<file path="src/hdl/cpuPkg.sv">
// CPU shared types and microcode fields
package cpuPkg;

    typedef logic [15:0] word_t;
    typedef logic [15:0] uinstr_t;
    typedef logic [2:0]  srcSel_t;
    typedef logic [2:0]  dstSel_t;

    typedef struct packed {
        logic ex;
        logic nx;
        logic ey;
        logic ny;
        logic f;
        logic no;
    } aluCtl_t;

    typedef struct packed {
        logic carry;
        logic zero;
        logic neg;
    } flags_t;

    typedef struct packed {
        logic jc;
        logic jz;
        logic jgt;
        logic jlt;
    } jmpMask_t;

    typedef struct packed {
        logic     eo;
        srcSel_t  busSrc;
        aluCtl_t  aluCtl;
        logic     rt;
        logic     pp;
        dstSel_t  dstSel;
        jmpMask_t jmpMask;
    } ctrl_t;

    // Bus source codes
    // Code 7 drives zero
    localparam srcSel_t srcPc  = 3'd0;
    localparam srcSel_t srcIoh = 3'd1;
    localparam srcSel_t srcIol = 3'd2;
    localparam srcSel_t srcRam = 3'd3;
    localparam srcSel_t srcX   = 3'd4;
    localparam srcSel_t srcY   = 3'd5;
    localparam srcSel_t srcD   = 3'd6;

    // Destination codes
    // Code 7 loads nothing
    localparam dstSel_t dstNone = 3'd0;
    localparam dstSel_t dstMar  = 3'd1;
    localparam dstSel_t dstIr   = 3'd2;
    localparam dstSel_t dstRam  = 3'd3;
    localparam dstSel_t dstX    = 3'd4;
    localparam dstSel_t dstY    = 3'd5;
    localparam dstSel_t dstD    = 3'd6;

    // Microinstruction bit positions
    localparam int eoBit  = 15;
    localparam int srcHi  = 14;
    localparam int srcLo  = 12;
    localparam int rtBit  = 11;
    localparam int ppBit  = 10;
    localparam int aluHi  = 14;
    localparam int aluLo  = 9;
    localparam int dstHi  = 8;
    localparam int dstLo  = 6;
    localparam int jmpHi  = 5;
    localparam int jmpLo  = 2;

endpackage

</file>
<file path="src/hdl/uDecode.sv">
// Microinstruction decoder
`timescale 1ns/1ps

module uDecode (
    input  cpuPkg::uinstr_t uinstr,
    output cpuPkg::ctrl_t   ctrl
);
    import cpuPkg::*;

    logic     eo;
    srcSel_t  srcField;
    aluCtl_t  aluField;
    dstSel_t  dstField;
    jmpMask_t jmpField;
    logic     rtField;
    logic     ppField;

    // Raw field extraction
    assign eo       = uinstr[eoBit];
    assign srcField = uinstr[srcHi:srcLo];
    assign aluField = uinstr[aluHi:aluLo];
    assign rtField  = uinstr[rtBit];
    assign ppField  = uinstr[ppBit];
    assign dstField = uinstr[dstHi:dstLo];
    assign jmpField = uinstr[jmpHi:jmpLo];

    // Bits 14..10 are shared between the source/RT/PP view and the ALU view
    always_comb begin
        ctrl.eo      = eo;
        ctrl.aluCtl  = aluField;
        ctrl.dstSel  = dstField;
        ctrl.jmpMask = jmpField;
        if (eo) begin
            ctrl.busSrc = srcPc;
            ctrl.rt     = 1'b0;
            ctrl.pp     = 1'b0;
        end else begin
            ctrl.busSrc = srcField;
            ctrl.rt     = rtField;
            ctrl.pp     = ppField;
        end
    end

endmodule

</file>
<file path="src/hdl/alu.sv">
// Six control bit ALU
`timescale 1ns/1ps

module alu (
    input  cpuPkg::ctrl_t  ctrl,
    input  cpuPkg::word_t  x,
    input  cpuPkg::word_t  y,
    output cpuPkg::word_t  aluOut,
    output cpuPkg::flags_t aluFlags
);
    import cpuPkg::*;

    word_t xOp;
    word_t yOp;
    word_t sum;
    word_t andRes;
    logic  carryOut;

    // Enable first, then invert, so ex=0 nx=1 yields all ones
    always_comb begin
        xOp = ctrl.aluCtl.ex ? x : '0;
        if (ctrl.aluCtl.nx) begin
            xOp = ~xOp;
        end
        yOp = ctrl.aluCtl.ey ? y : '0;
        if (ctrl.aluCtl.ny) begin
            yOp = ~yOp;
        end
    end

    assign {carryOut, sum} = {1'b0, xOp} + {1'b0, yOp};
    assign andRes = xOp & yOp;

    always_comb begin
        aluOut = ctrl.aluCtl.f ? sum : andRes;
        if (ctrl.aluCtl.no) begin
            aluOut = ~aluOut;
        end
    end

    // Carry only meaningful for the adder
    assign aluFlags.carry = ctrl.aluCtl.f & carryOut;
    assign aluFlags.zero  = (aluOut == '0);
    assign aluFlags.neg   = aluOut[15];

endmodule

</file>
<file path="src/hdl/busRegs.sv">
// Register block and bus select
`timescale 1ns/1ps

module busRegs #(
    parameter int ramAddrBits = 8
) (
    input  logic                   clk,
    input  logic                   rstN,
    input  cpuPkg::ctrl_t          ctrl,
    input  logic [7:0]             ioIn,
    input  cpuPkg::word_t          aluOut,
    input  cpuPkg::flags_t         aluFlags,
    input  cpuPkg::word_t          ramData,
    output cpuPkg::word_t          bus,
    output cpuPkg::word_t          x,
    output cpuPkg::word_t          y,
    output cpuPkg::word_t          pc,
    output cpuPkg::word_t          instr,
    output logic [ramAddrBits-1:0] ramAddr,
    output logic                   ramWe
);
    import cpuPkg::*;

    word_t  dReg;
    flags_t flags;
    logic   jump;

    // Single bus driver per cycle
    always_comb begin
        if (ctrl.eo) begin
            bus = aluOut;
        end else begin
            case (ctrl.busSrc)
                srcPc:   bus = pc;
                srcIoh:  bus = {ioIn, 8'h00};
                srcIol:  bus = {8'h00, ioIn};
                srcRam:  bus = ramData;
                srcX:    bus = x;
                srcY:    bus = y;
                srcD:    bus = dReg;
                default: bus = '0;
            endcase
        end
    end

    assign ramWe = (ctrl.dstSel == dstRam);

    // Conditions test the flags from the last ALU cycle
    assign jump = (ctrl.jmpMask.jc  & flags.carry) |
                  (ctrl.jmpMask.jz  & flags.zero) |
                  (ctrl.jmpMask.jgt & ~flags.zero & ~flags.neg) |
                  (ctrl.jmpMask.jlt & flags.neg);

    always_ff @(posedge clk) begin
        if (!rstN) begin
            x       <= '0;
            y       <= '0;
            dReg    <= '0;
            instr   <= '0;
            ramAddr <= '0;
        end else begin
            case (ctrl.dstSel)
                dstMar:  ramAddr <= bus[ramAddrBits-1:0];
                dstIr:   instr   <= bus;
                dstX:    x       <= bus;
                dstY:    y       <= bus;
                dstD:    dReg    <= bus;
                default: ;
            endcase
        end
    end

    always_ff @(posedge clk) begin
        if (!rstN) begin
            flags <= '0;
        end else if (ctrl.eo) begin
            flags <= aluFlags;
        end
    end

    // Jump wins over increment
    always_ff @(posedge clk) begin
        if (!rstN) begin
            pc <= '0;
        end else if (jump) begin
            pc <= bus;
        end else if (ctrl.pp && !ctrl.eo) begin
            pc <= pc + 16'd1;
        end
    end

endmodule

</file>
<file path="src/hdl/ram.sv">
// Word RAM
`timescale 1ns/1ps

module ram #(
    parameter int ramAddrBits = 8
) (
    input  logic                   clk,
    input  logic [ramAddrBits-1:0] addr,
    input  logic                   we,
    input  cpuPkg::word_t          wrData,
    output cpuPkg::word_t          rdData
);
    import cpuPkg::*;

    localparam int depth = 1 << ramAddrBits;

    word_t mem [depth];

    always_ff @(posedge clk) begin
        if (we) begin
            mem[addr] <= wrData;
        end
    end

    // Asynchronous read
    assign rdData = mem[addr];

endmodule

</file>
<file path="src/hdl/cpuCore.sv">
// Microcoded CPU datapath
`timescale 1ns/1ps

module cpuCore #(
    parameter int ramAddrBits = 8
) (
    input  logic            clk,
    input  logic            rstN,
    input  cpuPkg::uinstr_t uinstr,
    input  logic [7:0]      ioIn,
    output cpuPkg::word_t   busOut,
    output cpuPkg::word_t   pc,
    output cpuPkg::word_t   instr,
    output logic            instrEnd
);
    import cpuPkg::*;

    ctrl_t                  ctrl;
    word_t                  aluOut;
    flags_t                 aluFlags;
    word_t                  bus;
    word_t                  x;
    word_t                  y;
    word_t                  ramData;
    logic [ramAddrBits-1:0] ramAddr;
    logic                   ramWe;

    uDecode uDecodeInst (
        .uinstr (uinstr),
        .ctrl   (ctrl)
    );

    alu aluInst (
        .ctrl     (ctrl),
        .x        (x),
        .y        (y),
        .aluOut   (aluOut),
        .aluFlags (aluFlags)
    );

    busRegs #(
        .ramAddrBits (ramAddrBits)
    ) busRegsInst (
        .clk      (clk),
        .rstN     (rstN),
        .ctrl     (ctrl),
        .ioIn     (ioIn),
        .aluOut   (aluOut),
        .aluFlags (aluFlags),
        .ramData  (ramData),
        .bus      (bus),
        .x        (x),
        .y        (y),
        .pc       (pc),
        .instr    (instr),
        .ramAddr  (ramAddr),
        .ramWe    (ramWe)
    );

    ram #(
        .ramAddrBits (ramAddrBits)
    ) ramInst (
        .clk    (clk),
        .addr   (ramAddr),
        .we     (ramWe),
        .wrData (bus),
        .rdData (ramData)
    );

    assign busOut   = bus;
    assign instrEnd = ctrl.rt;

endmodule

</file>
<file path="config.mk">
export PLATFORM = sky130hd
export DESIGN_NAME = cpuCore
export DESIGN_NICKNAME = d
export VERILOG_FILES = /design/src/hdl/cpuPkg.sv /design/src/hdl/uDecode.sv /design/src/hdl/alu.sv /design/src/hdl/busRegs.sv /design/src/hdl/ram.sv /design/src/hdl/cpuCore.sv
export SDC_FILE = /design/constraint.sdc
export NUM_CORES = 2
export LEC_CHECK = 0
export BUFFER_PORTS_ARGS = -buffer_cell sky130_fd_sc_hd__buf_2
export CAP_MARGIN = 20
export CORE_MARGIN = 3
export CORE_UTILIZATION = 54
export CTS_CLUSTER_DIAMETER = 50
export DETAILED_ROUTE_END_ITERATION = 12
export PLACE_DENSITY = 0.72
export SETUP_SLACK_MARGIN = 0.3
export SLEW_MARGIN = 20
export SYNTH_ARGS = -nofsm -noshare
export SYNTH_HDL_FRONTEND = slang
export SYNTH_SLANG_ARGS = --single-unit
</file>
<file path="constraint.sdc">
create_clock -name clk -period 14.7 [get_ports clk]
set_clock_uncertainty 0.1 [all_clocks]
set_input_delay 2.205 -clock clk [delete_from_list [all_inputs] [get_ports clk]]
set_output_delay 2.205 -clock clk [all_outputs]
set_load 0.01 [all_outputs]
</file>
# Word-level counts from Yosys, hierarchy flattened
# Memory sizes are Yosys's and may differ from the RTL's. A register that Yosys moved wholly into a read port is not among the register bits.
# Index checks and enable logic that the tools add are counted.
# op_classes
n_addsub,2
n_eq_ne,12
mux,16
bitwise_logic,15
n_reduce_logical,5
# op_table
op,count
16-bit 2-to-1 mux,9
16-bit one-hot mux with 7 select lines,1
16-bit NOT,3
3-bit == test (second input constant),6
16-bit by 16-bit adder with 17-bit output,1
16-bit by 1-bit adder with 16-bit output (second input constant),1
16-bit AND,1
16-bit zero test,1
8-bit 2-to-1 mux,2
3-bit by 2-bit == test with 1-bit output (second input constant),4
1-bit AND,6
3-bit by 1-bit == test with 1-bit output (second input constant),2
3-bit zero test,1
3-bit 2-to-1 mux,1
1-bit bitwise OR,3
1-bit 2-to-1 mux,2
2-bit 2-to-1 mux,1
1-bit NOT,2
2-bit nonzero test,1
1-bit logical AND,1
1-bit zero test,1
# totals
ff_bits,91
mem_bits_rw,4096
inputBits,26
out_inout_bits,49
mem_count,1
# mem_list
name,words,word_bits,rd,rd_clocked_by_memory_dff,wr,line_no,rtl
ramInst.mem,256,16,1,1,1,ram.sv:17,word_t mem [depth];

# Logic depth before layout (Yosys ltp)
# depth
depth_word,10
ltp_mapped,16
depth_no_buf,12

# Modules after synthesis
# From an unflattened synthesis, not the netlist that was laid out.
# unflattened
hier_cells,7491
area_unflattened_um2,161397.3
# by_module_without_submodules
module,instances,cells_per_inst,area_per_inst_um2
ram,1,6711,155078.7
busRegs,1,518,4454.3
alu,1,243,1727.9
uDecode,1,19,136.4

# Least setup slack after synthesis
# OpenSTA, ideal clock, no wires.
# synth_path
path_kind,input to output
start,in uinstr[13]
end,out busOut[3]
arrival_ns,11.163
path_slack_ns,1.232
path_stages,14
n_path_buf,5
cell_sequence,clkbuf_1 -> clkbuf_1 -> buf_1 -> xnor2_1 -> ha_1 -> clkbuf_1 -> nand3b_1 -> o311ai_0 -> a211oi_1 -> xnor2_1 -> and2_1 -> buf_1 -> a2111oi_4 -> nor2_1
# synth_between
elab_chain_cells,6
word_cells_on_any_way,16
cone_classes,add/sub: 1; eq/ne: 6; mux: 6; bitwise: 2; reduce/logical: 1
# synth_lines
element,line_no,rtl
start: declaration,cpuCore.sv:9,"input cpuPkg::uinstr_t uinstr,"
16-bit 2-to-1 mux,alu.sv:22,if (ctrl.aluCtl.nx) begin
16-bit by 16-bit adder with 17-bit output / 16-bit AND (equally long branches),"alu.sv:31, alu.sv:32",
16-bit 2-to-1 mux,alu.sv:35,aluOut = ctrl.aluCtl.f ? sum : andRes;
16-bit NOT,alu.sv:37,aluOut = ~aluOut;
16-bit 2-to-1 mux,alu.sv:36,if (ctrl.aluCtl.no) begin
16-bit 2-to-1 mux *,busRegs.sv:30,if (ctrl.eo) begin
end: declaration,cpuCore.sv:11,"output cpuPkg::word_t busOut,"
# Mark *: on every way between the ends. The rest lies on a longest branch, timed or not.

==> results by group <==
Setup path
  – CP required: approximately 12000 ps
  – Worst Setup Start Kind: register
  – CP top delay family: compound AO/OA/AOI/OAI gates
  – CP arrival: 7870 ps
  – Buf/Inv on CP: 5
  – Reg2reg path depth: 14
  – Setup slack, reg-to-reg: 5610 ps
  – Crit-path max cell delay: around 1100 ps
  – Crit path cell chain: buf_12 -> buf_4 -> nand2_1 -> o22ai_1 -> o21ai_0 -> a41oi_1 -> o21ai_1 -> a311oi_2 -> inv_8 -> buf_4 -> buf_2
  – Reg2reg end: ramInst.mem[91][1]
  – CP max FO: 120
  – Crit path top cell by count: buf_4
  – Crit. End Element: primary output
  – CP max-delay cell: a311oi_2
  – Setup Crit Path Kind: reg -> out

Worst hold path
  – Worst Min Path Start: busRegsInst.flags[1]
  – Hold Crit Depth: 2
  – HP Class: reg -> reg
  – Hold Path Sink: busRegsInst.flags[1]

CTS
  – CTS tree: built
  – Post-CTS Hold Buffers: 0
  – Clk_lat worst skew: 1000 ps
  – Root buf cell: clkbuf_16
  – H-tree depth: 5
  – Clk buf depth: 4
  – Setup bufs post-CTS: 0
  – Clock-pin slew on the worst setup and hold paths: 60 ps
  – TritonCTS Buffers: between 400 and 500
  – Post-cts resize count: 0
  – Clock Sinks: between 4000 and 5000

GRT
  – Number of global-route vias before repair: approximately 87000
  – Largest net degree at the start of global routing: between 200 and 250
  – Initial antenna violation count: 40
  – Remaining Overflow, GRT: 0
  – Total track usage: a little under a third
  – First-pass GRT wire length: around 680000 µm

Drt
  – WL final: slightly below 500000 µm
  – Initial drt markers: around 16000
  – Pre-antenna DRT Iters: 8
  – DRC: 0
  – Post-route ant nets: 0
  – Vias per cell: roughly 7
  – WL per Instance: approximately 38 µm
  – Vias: roughly 90000

Placement
  – DP Wirelength: ~300000 µm
  – Routability cong.: approximately 0.96
  – I/O Buffers: slightly above 70

Synthesis
  – Post-synth ARST share: 0%
  – Yosys warns: 0
  – Synthesized instance count: about 8000
  – Syn_area_per_cell: ~20 µm²
  – Net Count, Synth: 8168
  – Post-synthesis sequential area ratio: between 70% and 80%
  – Post-synth EDFFs: between 4000 and 5000
  – Synth Flop Type: edfxtp_1
  – Mapped Area: between 150000 and 200000 µm²
  – Post-synthesis register bit count: between 4000 and 5000
  – Yosys cell types: 105

Timing
  – Count of final max-slew check failures: 0
  – Max Fclk: just under 100 MHz
  – Post-layout min period: 10170 ps
  – Worst hold margin: 437 ps
  – Final Hold Vio Count: 0
  – Slew HR: around a tenth
  – Worst slew pin tran: around 1300 ps
  – Final period utilization: 69.2%
  – RSZ-0062 raised after global routing: no
  – Final setup TNS: 0 ps
  – Final setup violation count: 0

Die
  – Initial core utilization: a little over half
  – # IOs: between 70 and 80
  – Die ar.: ~310000 µm²
  – Std-Cell Core Area: just over 300000 µm²
  – # rows: just over 200
  – DIE HEIGHT: ~560 µm
  – Die width: 559 µm

Finish
  – Area grow syn2layout: 12.5%
  – Share of cells above drive strength 1: a little under a quarter
  – Nets: approximately 8600
  – Fill cells: a little over 20000

Outcome
  – Status: finished clean

Power
  – Psw: between 6 and 7 mW
  – Clk pwr share: a little over 40%
  – Maximum vdd drop: ~0.11 mV
  – Logic gate share of total power: 7.6%
  – P per Cell Area: between 100 and 150 nW/µm²
  – Switching share of power: a little under a quarter
  – Flop pwr share: between 50% and 60%
  – Leakage: between 50 and 60 nW
  – Int Pwr: just over 20 mW

Run
  – Max-cap violation count: 0
-- kinds of logic after synthesis --
logic type / after synthesis / synth area share [%]
flops: 4195 / 75.6
mux: 1276 / 14.7
simple gates: 1025 / 2.94
compound gates: 1024 / 4.27
buf+inv: 526 / 2.05
xor+xnor: 60 / 0.318
fa+ha+maj: 18 / 0.141
-- power by group through the flow --
stage / Combinational [mW] / Sequential [mW] / Clock [mW]
after global placement: 1.90 / 13.9 / 0
after detailed placement: 1.97 / 13.9 / 0
after CTS: 1.98 / 13.7 / 11.0
after global routing: 2.10 / 13.7 / 11.5
final: 2.03 / 13.7 / 10.9
after floorplan: 1.04 / 14.1 / 0
-- final cells by class --
type	count	area, µm²	area share, %
Sequential cell	4195	125000	67.2
Multi-Input combinational cell	3403	37400	20.1
Clock buffer	511	11000	5.93
Tap cell	4080	5100	2.75
Timing Repair Buffer	519	3980	2.14
Clock inverter	276	3190	1.72
Inverter	30	180	0.0969
Antenna cell	18	45.0	0.0242
-- worst register-to-register path: stages (launching register included) --
cell and delay, ps:
dfxtp_4 720, buf_12 500, buf_4 740, buf_4 610, mux2i_1 180, o22ai_1 290, nor4b_1 140, nor4_1 1020
nand4_1 410, nor4_2 860, a21oi_2 390, inv_8 300, buf_4 500, buf_4 820, buf_4 940
-- worst max-delay path by stage --
stage / start / end / slack, ps / cells after the start
after floorplan: uinstr[13] / busOut[3] / 1230 / 14
after global placement: uinstr[14] / busOut[6] / 5410 / 15
after detailed placement: uinstr[14] / busOut[6] / 5300 / 15
after CTS: register / busOut[3] / 4680 / 13
after global routing: register / busOut[6] / 4350 / 12
final: register / busOut[6] / 4530 / 11
-- synth_stat cells (9+ instances only) --
| cell type | n | area share (%) |
|---|---|---|
| a21oi_1 | 183 | 0.55 |
| mux4_1 | 102 | 1.6 |
| a311oi_1 | 11 | 0.058 |
| buf_8 | 41 | 0.37 |
| buf_6 | 51 | 0.35 |
| o211ai_1 | 17 | 0.077 |
| nand3_1 | 107 | 0.32 |
| nor4_1 | 24 | 0.091 |
| clkbuf_1 | 180 | 0.41 |
| mux2i_1 | 369 | 2.2 |
| nor2_1 | 384 | 0.87 |
| a221oi_1 | 28 | 0.15 |
| inv_1 | 27 | 0.061 |
| buf_1 | 26 | 0.059 |
| xnor2_1 | 53 | 0.28 |
| edfxtp_1 | 4096 | 74 |
| a2111oi_0 | 10 | 0.053 |
| mux2_2 | 24 | 0.16 |
| buf_12 | 9 | 0.11 |
| nor2b_1 | 40 | 0.15 |
| a22oi_1 | 182 | 0.83 |
| dfxtp_1 | 99 | 1.2 |
| a32oi_1 | 13 | 0.069 |
| or3_1 | 14 | 0.053 |
| o22ai_1 | 143 | 0.54 |
| a22o_1 | 19 | 0.10 |
| mux4_2 | 781 | 11 |
| o2111ai_1 | 9 | 0.048 |
| nor3_1 | 48 | 0.15 |
| or2_2 | 10 | 0.038 |
| o21ai_0 | 134 | 0.41 |
| buf_4 | 55 | 0.25 |
| ha_1 | 17 | 0.13 |
| and3_1 | 20 | 0.076 |
| o221ai_1 | 86 | 0.46 |
| and2_1 | 30 | 0.11 |
| buf_2 | 121 | 0.37 |
| nand4_1 | 34 | 0.13 |
| nand2b_1 | 20 | 0.076 |
| a31oi_1 | 54 | 0.20 |
| nand2_1 | 230 | 0.52 |
| a211oi_1 | 35 | 0.16 |
-- cells in the final DEF (no fill, tap or decap), types with 79 or more instances in the layout --
| cell type | count |
|---|---|
| mux4_2 | 781 |
| mux2i_1 | 369 |
| a22oi_1 | 182 |
| dfxtp_1 | 92 |
| nor2_1 | 326 |
| clkbuf_16 | 427 |
| nand2_1 | 224 |
| o21ai_0 | 131 |
| clkinv_2 | 81 |
| o22ai_1 | 143 |
| edfxtp_1 | 4096 |
| a21oi_1 | 183 |
| nand3_1 | 103 |
| o221ai_1 | 85 |
| clkbuf_1 | 79 |
| mux4_1 | 102 |
| buf_4 | 424 |
-- state kept, by name (all words and copies together) (netlist names), named ones only --
name / flops
busRegsInst.dReg: 16
busRegsInst.flags: 3
busRegsInst.instr: 16
busRegsInst.pc: 16
busRegsInst.ramAddr: 8
busRegsInst.x: 16
busRegsInst.y: 16
ramInst.mem: 4096
-- metal layers --
layer  part of all wire [%]  GRT usage [%]
met1                     34           42.0
met2                     44           44.9
met3                     15           10.1
met4                    6.2           15.5
met5                  0.057          0.290
-- stage by stage --
| step | cells | utilization (%) | worst slack, ps | instance area (µm²) | power (mW) |
|---|---|---|---|---|---|
| 2_1_floorplan | 8124 | - | 1230 | 165000 | 15.2 |
| 5_1_grt | 13000 | 61.2 | 4350 | 186000 | 27.3 |
| 3_3_place_gp | 12200 | 56.4 | 5410 | 171000 | 15.8 |
| 3_5_place_dp | 12200 | 56.5 | 5300 | 172000 | 15.9 |
| 4_1_cts | 13000 | 61.2 | 4680 | 186000 | 26.7 |
| 6_report | 13000 | 61.2 | 4530 | 186000 | 26.7 |
(Power assumes the default switching activity.)
